## config.mk

```make
export PLATFORM = sky130hd
export DESIGN_NAME = seq_core
export DESIGN_NICKNAME = d
export VERILOG_FILES = /design/src/hdl/seq_pkg.sv /design/src/hdl/seq_control.sv /design/src/hdl/seq_core.sv /design/src/hdl/slave_drive.sv /design/src/hdl/slot_table.sv
export SDC_FILE = /design/constraint.sdc
export NUM_CORES = 2
export LEC_CHECK = 0
export BUFFER_PORTS_ARGS = -buffer_cell sky130_fd_sc_hd__clkbuf_2
export CORE_AREA = 5 5 357 359
export DETAILED_ROUTE_END_ITERATION = 8
export DIE_AREA = 0 0 362 364
export PLACE_DENSITY = 0.84
export SYNTH_ARGS = -nofsm -noshare
export SYNTH_HDL_FRONTEND = slang
export SYNTH_HIERARCHICAL = 1
export SYNTH_SLANG_ARGS = --single-unit
```

## constraint.sdc

```tcl
create_clock -name clk -period 5.5 [get_ports clk]
set_input_delay 0.275 -clock clk [delete_from_list [all_inputs] [get_ports clk]]
set_output_delay 0.275 -clock clk [all_outputs]
set_load 0.005 [all_outputs]
```

## src/hdl/seq_pkg.sv

```systemverilog
package seq_pkg;

    ////////////////////
    // default sizes, the top level passes its own copies down
    ////////////////////
    parameter int index_width   = 3;    // slot index and counter, 8 slots
    parameter int addr_width    = 32;
    parameter int size_width    = 26;
    parameter int profile_width = 32;
    parameter int mask_width    = 8;    // stream engine masks
    parameter int dma_task_cnt  = 8;    // dma init steps per slot

    ////////////////////
    // encodings
    ////////////////////
    typedef enum logic [3:0] {
        idle            = 4'd0,    // host owns the table
        reprog          = 4'd1,    // one cycle, slave_reprog pulse
        wait_reset_low  = 4'd2,
        wait_reset_high = 4'd3,
        clear_engines   = 4'd4,    // engine reset strobes
        init_engines    = 4'd5,    // engine init strobes
        init_dma        = 4'd6,    // one-hot task chain
        triggering      = 4'd7,
        wait_finish     = 4'd8     // collect mgs_fin_exec
    } seq_state_t;

    typedef enum logic [3:0] {
        clear    = 4'd0,    // back to idle, counter zeroed
        shutdown = 4'd1,    // back to idle, counter kept
        start    = 4'd2     // only taken from idle
    } ctrl_cmd_t;

    ////////////////////
    // slot entry and its access structs
    ////////////////////
    typedef struct packed {
        logic [addr_width-1:0]    src_addr;
        logic [size_width-1:0]    src_size;
        logic [addr_width-1:0]    dst_addr;
        logic [size_width-1:0]    dst_size;
        logic [profile_width-1:0] profile;    // reprogram cycle count
        logic [mask_width-1:0]    ld_mask;
        logic [mask_width-1:0]    st_mask;
        logic [mask_width-1:0]    intr_mask;  // finished store engines
    } slot_entry_t;

    // one bit per entry field, host strobes and accepts
    typedef struct packed {
        logic src_addr;
        logic src_size;
        logic dst_addr;
        logic dst_size;
        logic profile;
        logic ld_mask;
        logic st_mask;
        logic intr_mask;
    } slot_field_sel_t;

    // sequencer updates on the current slot
    typedef struct packed {
        logic profile_inc;
        logic intr_merge;
        logic intr_clear;
    } slot_seq_cmd_t;

endpackage

```

## src/hdl/seq_control.sv

```systemverilog
module seq_control #(
    parameter int index_width = seq_pkg::index_width
) (
    input  logic                            clk,
    input  logic                            reset,
    // host control
    input  logic                            ctrl_set,
    input  seq_pkg::ctrl_cmd_t              ctrl_cmd,
    input  logic [index_width-1:0]          end_cnt_in,
    input  logic                            end_cnt_set,
    // progress inputs
    input  logic                            nslave_reset,    // slave reset, low active
    input  logic                            slot_done,
    input  logic                            dma_init_done,
    // outputs
    output seq_pkg::seq_state_t             state,
    output logic [index_width-1:0]          main_cnt,
    output logic [index_width-1:0]          end_cnt,
    output logic [(1 << index_width)-1:0]   slot_trigger,    // one-hot current slot
    output logic                            host_owns,
    output seq_pkg::slot_seq_cmd_t          seq_cmd,
    output logic [3:0]                      status
);

    localparam int slot_cnt = 1 << index_width;

    assign host_owns = (state == seq_pkg::idle);
    assign status    = state;    // status word is the raw state

    ////////////////////
    // table commands
    ////////////////////
    always_comb begin
        seq_cmd.profile_inc = (state == seq_pkg::reprog) ||
                              (state == seq_pkg::wait_reset_low) ||
                              (state == seq_pkg::wait_reset_high);
        seq_cmd.intr_clear  = (state == seq_pkg::clear_engines);
        seq_cmd.intr_merge  = (state == seq_pkg::wait_finish);
    end

    ////////////////////
    // end count, host loads while idle
    ////////////////////
    always_ff @(posedge clk or negedge reset) begin
        if (!reset) begin
            end_cnt <= '0;
        end else if (host_owns && end_cnt_set) begin
            end_cnt <= end_cnt_in;
        end
    end

    ////////////////////
    // sequencer FSM
    ////////////////////
    always_ff @(posedge clk or negedge reset) begin
        if (!reset) begin
            state        <= seq_pkg::idle;
            main_cnt     <= '0;
            slot_trigger <= '0;
        end else if (ctrl_set && ctrl_cmd == seq_pkg::clear) begin
            state        <= seq_pkg::idle;
            main_cnt     <= '0;
            slot_trigger <= '0;
        end else if (ctrl_set && ctrl_cmd == seq_pkg::shutdown) begin
            state <= seq_pkg::idle;    // counter kept for inspection
        end else if (ctrl_set && ctrl_cmd == seq_pkg::start && host_owns) begin
            state        <= seq_pkg::reprog;
            main_cnt     <= '0;
            slot_trigger <= slot_cnt'(1);    // slot 0
        end else begin
            case (state)
                seq_pkg::reprog: begin
                    state <= seq_pkg::wait_reset_low;    // request is one cycle
                end
                seq_pkg::wait_reset_low: begin
                    if (!nslave_reset) state <= seq_pkg::wait_reset_high;
                end
                seq_pkg::wait_reset_high: begin
                    if (nslave_reset) state <= seq_pkg::clear_engines;
                end
                seq_pkg::clear_engines: begin
                    state <= seq_pkg::init_engines;
                end
                seq_pkg::init_engines: begin
                    state <= seq_pkg::init_dma;
                end
                seq_pkg::init_dma: begin
                    if (dma_init_done) state <= seq_pkg::triggering;  // top task acked
                end
                seq_pkg::triggering: begin
                    state <= seq_pkg::wait_finish;
                end
                seq_pkg::wait_finish: begin
                    if (slot_done) begin
                        if (main_cnt < end_cnt) begin
                            main_cnt     <= main_cnt + index_width'(1);
                            slot_trigger <= slot_trigger << 1;    // next slot
                            state        <= seq_pkg::reprog;
                        end else begin
                            main_cnt     <= '0;    // run complete
                            slot_trigger <= '0;
                            state        <= seq_pkg::idle;
                        end
                    end
                end
                default: begin
                    state <= state;    // idle waits for start
                end
            endcase
        end
    end

endmodule

```

## src/hdl/seq_core.sv

```systemverilog
module seq_core #(
    parameter int index_width   = seq_pkg::index_width,
    parameter int addr_width    = seq_pkg::addr_width,
    parameter int size_width    = seq_pkg::size_width,
    parameter int profile_width = seq_pkg::profile_width,
    parameter int mask_width    = seq_pkg::mask_width,
    parameter int dma_task_cnt  = seq_pkg::dma_task_cnt
) (
    input  logic                            clk,
    input  logic                            reset,
    ////////////////////
    // host side
    ////////////////////
    input  logic [index_width-1:0]          wr_index,
    input  seq_pkg::slot_entry_t            wr_data,
    input  seq_pkg::slot_field_sel_t        wr_set,
    output seq_pkg::slot_field_sel_t        wr_accept,
    input  logic [index_width-1:0]          rd_index,
    input  logic                            rd_req,
    output logic                            rd_ready,
    output seq_pkg::slot_entry_t            entry,        // shared with the slave
    input  logic [index_width-1:0]          end_cnt_in,
    input  logic                            end_cnt_set,
    input  logic                            ctrl_set,
    input  seq_pkg::ctrl_cmd_t              ctrl_cmd,
    output logic [index_width-1:0]          main_cnt,
    output logic [index_width-1:0]          end_cnt,
    output logic [3:0]                      status,
    ////////////////////
    // slave side
    ////////////////////
    output logic [(1 << index_width)-1:0]   slave_reprog,
    input  logic                            nslave_reset,
    output logic [mask_width-1:0]           mgs_load_reset,
    output logic [mask_width-1:0]           mgs_store_reset,
    output logic [mask_width-1:0]           mgs_load_init,
    output logic [mask_width-1:0]           mgs_store_init,
    output logic [dma_task_cnt-1:0]         slave_init,
    input  logic [dma_task_cnt-1:0]         slave_fin_init,
    input  logic [mask_width-1:0]           mgs_fin_exec
);

    seq_pkg::seq_state_t            state;
    seq_pkg::slot_seq_cmd_t         seq_cmd;
    logic                           host_owns;
    logic                           slot_done;
    logic                           dma_init_done;
    logic [(1 << index_width)-1:0]  slot_trigger;

    slot_table #(
        .index_width   (index_width),
        .addr_width    (addr_width),
        .size_width    (size_width),
        .profile_width (profile_width),
        .mask_width    (mask_width)
    ) u_slot_table (
        .clk          (clk),
        .reset        (reset),
        .host_owns    (host_owns),
        .seq_cmd      (seq_cmd),
        .main_cnt     (main_cnt),
        .wr_index     (wr_index),
        .wr_data      (wr_data),
        .wr_set       (wr_set),
        .wr_accept    (wr_accept),
        .rd_index     (rd_index),
        .rd_req       (rd_req),
        .rd_ready     (rd_ready),
        .mgs_fin_exec (mgs_fin_exec),
        .entry        (entry),
        .slot_done    (slot_done)
    );

    seq_control #(
        .index_width (index_width)
    ) u_seq_control (
        .clk           (clk),
        .reset         (reset),
        .ctrl_set      (ctrl_set),
        .ctrl_cmd      (ctrl_cmd),
        .end_cnt_in    (end_cnt_in),
        .end_cnt_set   (end_cnt_set),
        .nslave_reset  (nslave_reset),
        .slot_done     (slot_done),
        .dma_init_done (dma_init_done),
        .state         (state),
        .main_cnt      (main_cnt),
        .end_cnt       (end_cnt),
        .slot_trigger  (slot_trigger),
        .host_owns     (host_owns),
        .seq_cmd       (seq_cmd),
        .status        (status)
    );

    // masks come from the slot under main_cnt while running
    slave_drive #(
        .mask_width   (mask_width),
        .dma_task_cnt (dma_task_cnt),
        .index_width  (index_width)
    ) u_slave_drive (
        .clk             (clk),
        .reset           (reset),
        .state           (state),
        .slot_trigger    (slot_trigger),
        .ld_mask         (entry.ld_mask),
        .st_mask         (entry.st_mask),
        .slave_fin_init  (slave_fin_init),
        .slave_reprog    (slave_reprog),
        .mgs_load_reset  (mgs_load_reset),
        .mgs_store_reset (mgs_store_reset),
        .mgs_load_init   (mgs_load_init),
        .mgs_store_init  (mgs_store_init),
        .slave_init      (slave_init),
        .dma_init_done   (dma_init_done)
    );

endmodule

```

## src/hdl/slave_drive.sv

```systemverilog
module slave_drive #(
    parameter int mask_width   = seq_pkg::mask_width,
    parameter int dma_task_cnt = seq_pkg::dma_task_cnt,
    parameter int index_width  = seq_pkg::index_width
) (
    input  logic                            clk,
    input  logic                            reset,
    input  seq_pkg::seq_state_t             state,
    input  logic [(1 << index_width)-1:0]   slot_trigger,
    input  logic [mask_width-1:0]           ld_mask,    // current slot
    input  logic [mask_width-1:0]           st_mask,
    input  logic [dma_task_cnt-1:0]         slave_fin_init,
    output logic [(1 << index_width)-1:0]   slave_reprog,
    output logic [mask_width-1:0]           mgs_load_reset,
    output logic [mask_width-1:0]           mgs_store_reset,
    output logic [mask_width-1:0]           mgs_load_init,
    output logic [mask_width-1:0]           mgs_store_init,
    output logic [dma_task_cnt-1:0]         slave_init,
    output logic                            dma_init_done
);

    logic [dma_task_cnt-1:0] dma_task;    // one-hot pending task
    logic                    in_dma;

    assign in_dma = (state == seq_pkg::init_dma);

    ////////////////////
    // dma init chain
    ////////////////////
    always_ff @(posedge clk or negedge reset) begin
        if (!reset) begin
            dma_task <= '0;
        end else if (state == seq_pkg::init_engines) begin
            dma_task <= dma_task_cnt'(1);    // first task on entry to init_dma
        end else if (!in_dma || dma_init_done) begin
            dma_task <= '0;                  // done, or run stopped
        end else if (|slave_fin_init) begin
            dma_task <= dma_task << 1;       // one step per ack
        end
    end

    assign dma_init_done = in_dma && slave_fin_init[dma_task_cnt-1];
    assign slave_init    = in_dma ? dma_task : '0;

    ////////////////////
    // state decoded strobes
    ////////////////////
    assign slave_reprog    = (state == seq_pkg::reprog) ? slot_trigger : '0;
    assign mgs_load_reset  = (state == seq_pkg::clear_engines) ? ld_mask : '0;
    assign mgs_store_reset = (state == seq_pkg::clear_engines) ? st_mask : '0;
    assign mgs_load_init   = (state == seq_pkg::init_engines)  ? ld_mask : '0;
    assign mgs_store_init  = (state == seq_pkg::init_engines)  ? st_mask : '0;

endmodule

```

## src/hdl/slot_table.sv

```systemverilog
module slot_table #(
    parameter int index_width   = seq_pkg::index_width,
    parameter int addr_width    = seq_pkg::addr_width,
    parameter int size_width    = seq_pkg::size_width,
    parameter int profile_width = seq_pkg::profile_width,
    parameter int mask_width    = seq_pkg::mask_width
) (
    input  logic                        clk,
    input  logic                        reset,
    // sequencer side
    input  logic                        host_owns,    // core is idle
    input  seq_pkg::slot_seq_cmd_t      seq_cmd,
    input  logic [index_width-1:0]      main_cnt,
    // host writes
    input  logic [index_width-1:0]      wr_index,
    input  seq_pkg::slot_entry_t        wr_data,
    input  seq_pkg::slot_field_sel_t    wr_set,
    output seq_pkg::slot_field_sel_t    wr_accept,
    // host reads
    input  logic [index_width-1:0]      rd_index,
    input  logic                        rd_req,
    output logic                        rd_ready,
    // engine completion
    input  logic [mask_width-1:0]       mgs_fin_exec,
    output seq_pkg::slot_entry_t        entry,
    output logic                        slot_done
);

    localparam int slot_cnt = 1 << index_width;

    ////////////////////
    // storage, one array per field
    ////////////////////
    logic [addr_width-1:0]    src_addr_mem [slot_cnt];
    logic [size_width-1:0]    src_size_mem [slot_cnt];
    logic [addr_width-1:0]    dst_addr_mem [slot_cnt];
    logic [size_width-1:0]    dst_size_mem [slot_cnt];
    logic [profile_width-1:0] profile_mem  [slot_cnt];
    logic [mask_width-1:0]    ld_mask_mem  [slot_cnt];
    logic [mask_width-1:0]    st_mask_mem  [slot_cnt];
    logic [mask_width-1:0]    intr_mem     [slot_cnt];

    logic [index_width-1:0] wr_idx;    // host slot in idle, else current slot
    logic [index_width-1:0] rd_idx;

    assign wr_idx = host_owns ? wr_index : main_cnt;
    assign rd_idx = host_owns ? rd_index : main_cnt;

    // host access only while idle
    assign wr_accept = host_owns ? wr_set : '0;
    assign rd_ready  = rd_req & host_owns;

    ////////////////////
    // updates
    ////////////////////
    always_ff @(posedge clk or negedge reset) begin
        if (!reset) begin
            for (int i = 0; i < slot_cnt; i++) begin
                src_addr_mem[i] <= '0;
                src_size_mem[i] <= '0;
                dst_addr_mem[i] <= '0;
                dst_size_mem[i] <= '0;
                profile_mem[i]  <= '0;
                ld_mask_mem[i]  <= '0;
                st_mask_mem[i]  <= '0;
                intr_mem[i]     <= '0;
            end
        end else begin
            if (wr_accept.src_addr) src_addr_mem[wr_idx] <= wr_data.src_addr;
            if (wr_accept.src_size) src_size_mem[wr_idx] <= wr_data.src_size;
            if (wr_accept.dst_addr) dst_addr_mem[wr_idx] <= wr_data.dst_addr;
            if (wr_accept.dst_size) dst_size_mem[wr_idx] <= wr_data.dst_size;
            if (wr_accept.ld_mask)  ld_mask_mem[wr_idx]  <= wr_data.ld_mask;
            if (wr_accept.st_mask)  st_mask_mem[wr_idx]  <= wr_data.st_mask;

            // profile shared by host load and reprogram counting
            if (wr_accept.profile) begin
                profile_mem[wr_idx] <= wr_data.profile;
            end else if (seq_cmd.profile_inc) begin
                profile_mem[wr_idx] <= profile_mem[wr_idx] + profile_width'(1);
            end

            // interrupt mask: host load, clear before init, or merge of done bits
            if (wr_accept.intr_mask) begin
                intr_mem[wr_idx] <= wr_data.intr_mask;
            end else if (seq_cmd.intr_clear) begin
                intr_mem[wr_idx] <= '0;
            end else if (seq_cmd.intr_merge) begin
                intr_mem[wr_idx] <= intr_mem[wr_idx] | mgs_fin_exec;  // sticky bits
            end
        end
    end

    ////////////////////
    // shared read port
    ////////////////////
    always_comb begin
        entry.src_addr  = src_addr_mem[rd_idx];
        entry.src_size  = src_size_mem[rd_idx];
        entry.dst_addr  = dst_addr_mem[rd_idx];
        entry.dst_size  = dst_size_mem[rd_idx];
        entry.profile   = profile_mem[rd_idx];
        entry.ld_mask   = ld_mask_mem[rd_idx];
        entry.st_mask   = st_mask_mem[rd_idx];
        entry.intr_mask = intr_mem[rd_idx];
    end

    // every store engine of the slot has reported
    assign slot_done = (entry.intr_mask == entry.st_mask);

endmodule

```

# [Word-level counts from Yosys, hierarchy flattened]
# Index checks and enable logic that the tools add are counted.
[totals] regBits=1402 in_bits=215 out_inout_bits=239 wordCells=203
[op_classes] n_addsub=2 n_lt_le_gt_ge=4 eq_ne=16 muxes=84 n_bitwise=6 n_reduce_logical=22
[op_table] operator="256-bit bitwise mux" n=4
[op_table] operator="256-bit two-way mux" n=2
[op_table] operator="208-bit bitwise mux" n=2
[op_table] operator="32-bit binary-select mux with 3-bit select" n=4
[op_table] operator="32-bit two-way mux" n=9
[op_table] operator="64-bit bitwise mux" n=4
[op_table] operator="8-bit two-way mux" n=25
[op_table] operator="64-bit two-way mux" n=3
[op_table] operator="26-bit binary-select mux with 3-bit select" n=2
[op_table] operator="26-bit two-way mux" n=5
[op_table] operator="8-bit binary-select mux with 3-bit select" n=4
[op_table] operator="32-bit demux with 3-bit select" n=1
[op_table] operator="26-bit demux with 3-bit select" n=1
[op_table] operator="64-bit AND" n=1
[op_table] operator="64-bit NOT" n=1
[op_table] operator="32-bit by 1-bit adder with 32-bit output, second input constant" n=1
[op_table] operator="4-bit one-hot mux with 8 select lines" n=1
[op_table] operator="4-bit two-way mux" n=7
[op_table] operator="8-bit demux with 3-bit select" n=1
[op_table] operator="3-bit two-way mux" n=8
[op_table] operator="4-bit by 3-bit == test with 1-bit output, second input constant" n=4
[op_table] operator="4-bit by 2-bit == test with 1-bit output, second input constant" n=3
[op_table] operator="3-bit nonzero test" n=4
[op_table] operator="11-bit nonzero test" n=1
[op_table] operator="other kinds (23)" n=36

# [Logic depth before layout (Yosys ltp)]
[depth] word_depth=12 mapped_depth=18 depth_no_buf=14

# [Modules after synthesis]
# Netlist, hierarchy kept.
[by_module_without_submodules] mod="slot_table" n_inst=1 cells_each=4811 area_each_um2=65863.2 seq_area_each_um2=34433.0
[by_module_without_submodules] mod="seq_control" n_inst=1 cells_each=93 area_each_um2=1022.2 seq_area_each_um2=450.4
[by_module_without_submodules] mod="slave_drive" n_inst=1 cells_each=86 area_each_um2=744.5 seq_area_each_um2=200.2

# [Worst setup path before layout]
# Ideal clock, no wire load.
[synth_timing] path_type="reg-to-reg" start="register u_seq_control.state[0]" end="register u_seq_control.main_cnt[0]" setup_time_ns=0.066 t_arrival_ns=4.495 t_required_ns=5.434 path_slack_ns=0.940 path_stages_with_launch=17 path_buffers=5 period_less_slack_ns=4.560 path_cell_list="dfrtp_1 > or4_4 > inv_1 > buf_6 > buf_4 > buf_4 > mux2_2 > buf_2 > buf_1 > mux4_2 > mux2_2 > xor2_1 > nor4_1 > and4_1 > nand2_2 > nor3b_4 > mux2_2"
[synth_lines] element="start: declaration" line_no="seq_control.sv:16" rtl="output seq_pkg::seq_state_t state,"
[synth_lines] element="start signal: assignment" line_no="seq_control.sv:57" rtl="state <= seq_pkg::idle;"
[synth_lines] element="start signal: assignment" line_no="seq_control.sv:61" rtl="state <= seq_pkg::idle;"
[synth_lines] element="start signal: assignment" line_no="seq_control.sv:65" rtl="state <= seq_pkg::idle;"
[synth_lines] element="end signal: assignment" line_no="seq_control.sv:96" rtl="main_cnt <= main_cnt + index_width'(1);"
[synth_lines] element="end: declaration" line_no="seq_control.sv:17" rtl="output logic [index_width-1:0] main_cnt,"

# [Worst setup path after layout]
[layout_timing] start="register u_seq_control.state[0]" end="register u_slot_table/profile_mem[127] in the netlist's numbering"
[layout_via] elab_chain_cells=10 word_cells_on_any_way=23 classes_between="add/sub: 1; order compare: 2; eq/ne: 3; mux: 11; bitwise: 1; reduce/logical: 5"
[layout_lines] element="4-bit zero test *" line_no="seq_control.sv:27" rtl="assign host_owns = (state == seq_pkg::idle);"
[layout_lines] element="via host_owns" line_no="seq_core.sv:45" rtl="logic host_owns;"
[layout_lines] element="3-bit two-way mux" line_no="slot_table.sv:46" rtl="assign wr_idx = host_owns ? wr_index : main_cnt;"
[layout_lines] element="3-bit NOT with 4-bit output (not written as such)" line_no="slot_table.sv:78, slot_table.sv:80"
[layout_lines] element="32-bit binary-select mux with 3-bit select (tied with other cells)" line_no="slot_table.sv:80" rtl="profile_mem[wr_idx] <= profile_mem[wr_idx] + profile_width'(1);"
[layout_lines] element="32-bit two-way mux (not written as such) or 1-bit logical AND (tied branches)" line_no="slot_table.sv:80, slot_table.sv:78"
[layout_lines] element="32-bit two-way mux (on tied branches)" line_no="slot_table.sv:80, slot_table.sv:78"
[layout_lines] element="32-bit by 1-bit adder with 32-bit output or 32-bit demux with 3-bit select (tied branches)" line_no="slot_table.sv:80, slot_table.sv:78"
[layout_lines] element="256-bit bitwise mux" line_no="slot_table.sv:80"
[layout_lines] element="256-bit two-way mux" line_no="slot_table.sv:79" rtl="end else if (seq_cmd.profile_inc) begin"
[layout_lines] element="256-bit two-way mux" line_no="slot_table.sv:77" rtl="if (wr_accept.profile) begin"
[layout_lines] element="end signal: indexed assignment" line_no="slot_table.sv:78" rtl="profile_mem[wr_idx] <= wr_data.profile;"
[layout_lines] element="end signal: indexed assignment" line_no="slot_table.sv:80"
[layout_lines] element="end: declaration" line_no="slot_table.sv:38" rtl="logic [profile_width-1:0] profile_mem [slot_cnt];"
# Mark *: on every way through the listed nets, which the timed path passes. The rest lies on a longest branch. The select of a mux whose other input is x is not followed.
# A chain may end at the register's enable or synchronous reset.

==> results.json <==
{
  "status": "complete, no violations",
  "holdCritPathClass": "primary input to register",
  "grt_max_degree": 195,
  "hold_viol_final": 0,
  "synth.area.top_cells": "dfrtp_1, mux2_2, mux4_2",
  "synth_nets": 5209,
  "drv_slew": 0,
  "p_leak_nw": 36.9,
  "synth.distinct_cells": 95,
  "fin_crit_ns": 5.27,
  "grt_pass1_wl_um": 302000,
  "cp.arrival_ns": 5.86,
  "fin_skew_ns": 0.0210,
  "cts_root_buffer": "clkbuf_16",
  "path_clk_slew_ns": 0.06,
  "num_rows": 129,
  "post_cts_buffers": 0,
  "multi_input_area_sq_mm": 0.0311,
  "r2r_setup_slack_ns": 0.23,
  "required_ns": 6.09,
  "end_kind": "register",
  "h-tree-depth": 4,
  "max_freq_mhz": 190,
  "ir_drop_mv": 0.454,
  "maxCapViolCount": 0,
  "ys_seq_area_frac": 0.519,
  "drt_iter0_drc": 5174,
  "final-seq-area_sq_mm": 0.0351,
  "routedWlPerCell_um": 26.8,
  "clockBufferDepth": 3,
  "num_vias": 47300,
  "fin_util": 0.636,
  "vias_per_cell": 6.47,
  "min_period_over_period": 0.958,
  "grt_pass1_vias": 50100,
  "synthArstFlopShare": 1.00,
  "cts_tree": "built",
  "cts_buffers": 150,
  "worstPathMaxFanout": 28,
  "boundaryPins": 454,
  "yosys_warnings": 6,
  "synth_edf_count": 0,
  "synth_seq_cells": 1402,
  "synth_ff_type": "dfrtp_1",
  "yosysTopAreaCellShare": 0.519,
  "mostFrequentLayoutCells": "dfrtp_1, mux2_2, nand2_1, clkbuf_2, mux4_2",
  "clock_sinks": 1402,
  "globalplace.congestion": 0.953,
  "routed_wl_um": 196000,
  "portBuffers": 453,
  "first_pass_iters": 9,
  "dieWidth_um": 362,
  "area_delta_synth_final_pct": 16.1,
  "tightest_slew_ns": 1.27,
  "power.density_mw_per_mm2": 471,
  "fillers": 8626,
  "tns_ns": 0,
  "drive_gt1_frac": 0.438,
  "slew_headroom": 0.153,
  "nNetsFinal": 5748,
  "hpwl_um": 118000,
  "antenna_found_initial": 21,
  "syn_inst": 4990,
  "die_h_um": 364,
  "setup_viol": 0,
  "start_util": 0.548,
  "clkLatencyLatePin_ns": 0.78,
  "grt_usage": 0.295,
  "synth.avg_cell_area_sq_um": 13.6,
  "final_common_cell": "dfrtp_1",
  "antenna_left": 0,
  "netlist_area_sq_mm": 0.0676,
  "core-area_sq_mm": 0.123,
  "drc_errors": 0,
  "worst-setup-path-type": "register to register",
  "start_kind": "register",
  "die_area_sq_mm": 0.132,
  "rsz0062_at_grt": "false",
  "grt-ovfl-total": 0,
  "synth.largest_area_cell": "dfrtp_1"
}
## worst max-delay path: stages, from the launching register on
cell       delay, ns
dfrtp_1         0.37
or4_4           0.58
clkinv_2        0.41
nand3b_2        0.23
buf_4           0.22
and2_1          0.48
buf_4           0.29
o22a_1          0.16
o211ai_1        0.16
nor4b_1         0.94
nand4bb_1       0.30
nor3_1          0.34
xnor2_1         0.37
o221ai_1        0.22
## routing by layer
metal | vias up | global-route usage | wire length [um]
li1 | 19800 | - | -
met4 | 6 | 0.128 | 8890
met3 | 635 | 0.0843 | 19300
met2 | 2575 | 0.464 | 91500
met1 | 24300 | 0.388 | 76100
met5 | - | 0 | 38
## flip-flops by register name, indices dropped and copies added, names as in the netlist
signal,flops
u_slot_table/dst_addr_mem,256
u_slot_table/profile_mem,256
u_slot_table/src_addr_mem,256
u_slot_table/dst_size_mem,208
u_slot_table/src_size_mem,208
u_slot_table/intr_mem,64
u_slot_table/ld_mask_mem,64
u_slot_table/st_mask_mem,64
u_seq_control/slot_trigger,8
u_slave_drive/dma_task,8
u_seq_control/state,4
u_seq_control/end_cnt,3
u_seq_control/main_cnt,3
## cell usage after synthesis, types with 13 or more instances
| cell type | count |
|---|---|
| o22ai_1 | 18 |
| mux2_2 | 1235 |
| clkbuf_1 | 191 |
| mux2i_1 | 22 |
| inv_1 | 20 |
| mux4_2 | 344 |
| buf_2 | 42 |
| a21oi_1 | 94 |
| nor2_1 | 115 |
| o21ai_2 | 16 |
| o221ai_1 | 79 |
| dfrtp_1 | 1402 |
| and2_1 | 67 |
| a31oi_1 | 29 |
| buf_4 | 13 |
| o22a_1 | 14 |
| o21a_1 | 14 |
| o31ai_1 | 41 |
| nand2_1 | 498 |
| nand3_1 | 106 |
| o21ai_0 | 202 |
| xor2_1 | 19 |
| nand4_1 | 16 |
| a22oi_1 | 56 |
| buf_1 | 94 |
| a221oi_1 | 15 |
| nor3_1 | 31 |
| nand3b_1 | 13 |
## metrics by stage
stage	hold WS [ns]	std cells	power (mW)	instance area, sq um	worst slack (ns)
2_1_floorplan	-0.0206	4990	21.8	67600	0.940
5_1_grt	0.0735	7289	38.7	78500	0.119
4_1_cts	0.00545	7279	36.8	78400	0.0754
3_5_place_dp	0.410	6836	26.3	71600	0.235
6_report	0.0598	7304	37.0	78500	0.230
3_3_place_gp	0.406	6836	25.8	71600	0.403
## where the power goes
group / internal (mW) / leakage (nW) / total [mW] / switching [mW]
clock network: 5.96 / 2.47 / 10.3 / 4.29
registers: 12.7 / 19.1 / 14.3 / 1.61
logic: 5.81 / 15.4 / 12.5 / 6.64
## what timing repair did
item,4_1_cts,5_1_grt
hold buffers,176,0
endpoints found under the hold margin,1405,0
cloned,0,2
gates resized for setup,2,5
setup endpoints to repair,25,38
## path summary, 6_finish.rpt
| path | startpoint | end | cells past startpoint |
|---|---|---|---|
| max | u_seq_control/state[0] | u_slot_table/profile_mem[127] | 13 |
| min | wr_data[53] | u_slot_table/profile_mem[29] | 3 |
| max reg2reg | u_seq_control/state[0] | u_slot_table/profile_mem[127] | 13 |
| min reg2reg | u_seq_control/slot_trigger[0] | u_seq_control/slot_trigger[0] | 2 |
| max in group asynchronous | reset | u_slot_table/src_addr_mem[189] | 3 |
| min in group asynchronous | reset | u_slot_table/dst_size_mem[88] | 2 |
## logic make-up (layout without fill, tap and decap cells)
group                      after synthesis  after routing  share of synthesized area
other                                    0             23                          0
buffers and inverters                  372           1025                     0.0234
and+or+nand+nor                        932            932                     0.0650
AOI/OAI and AO/OA                      645            645                     0.0639
xor gates and xnor gates                31             31                    0.00401
muxes                                 1604           1605                      0.324
adders and majority gates                4              4                   0.000740
DFF                                   1402           1402                      0.519
## layout make-up
cell class              instances  share of cell area
clock buffers                 213              0.0553
well taps                    1637              0.0261
flip-flops and latches       1402               0.447
repair buffers                738              0.0646
inverters                      20            0.000972
diodes                         23            0.000733
multi-input cells            3217               0.397
clock inverters                54             0.00867
Note: power is estimated with default switching activity, not from simulation.
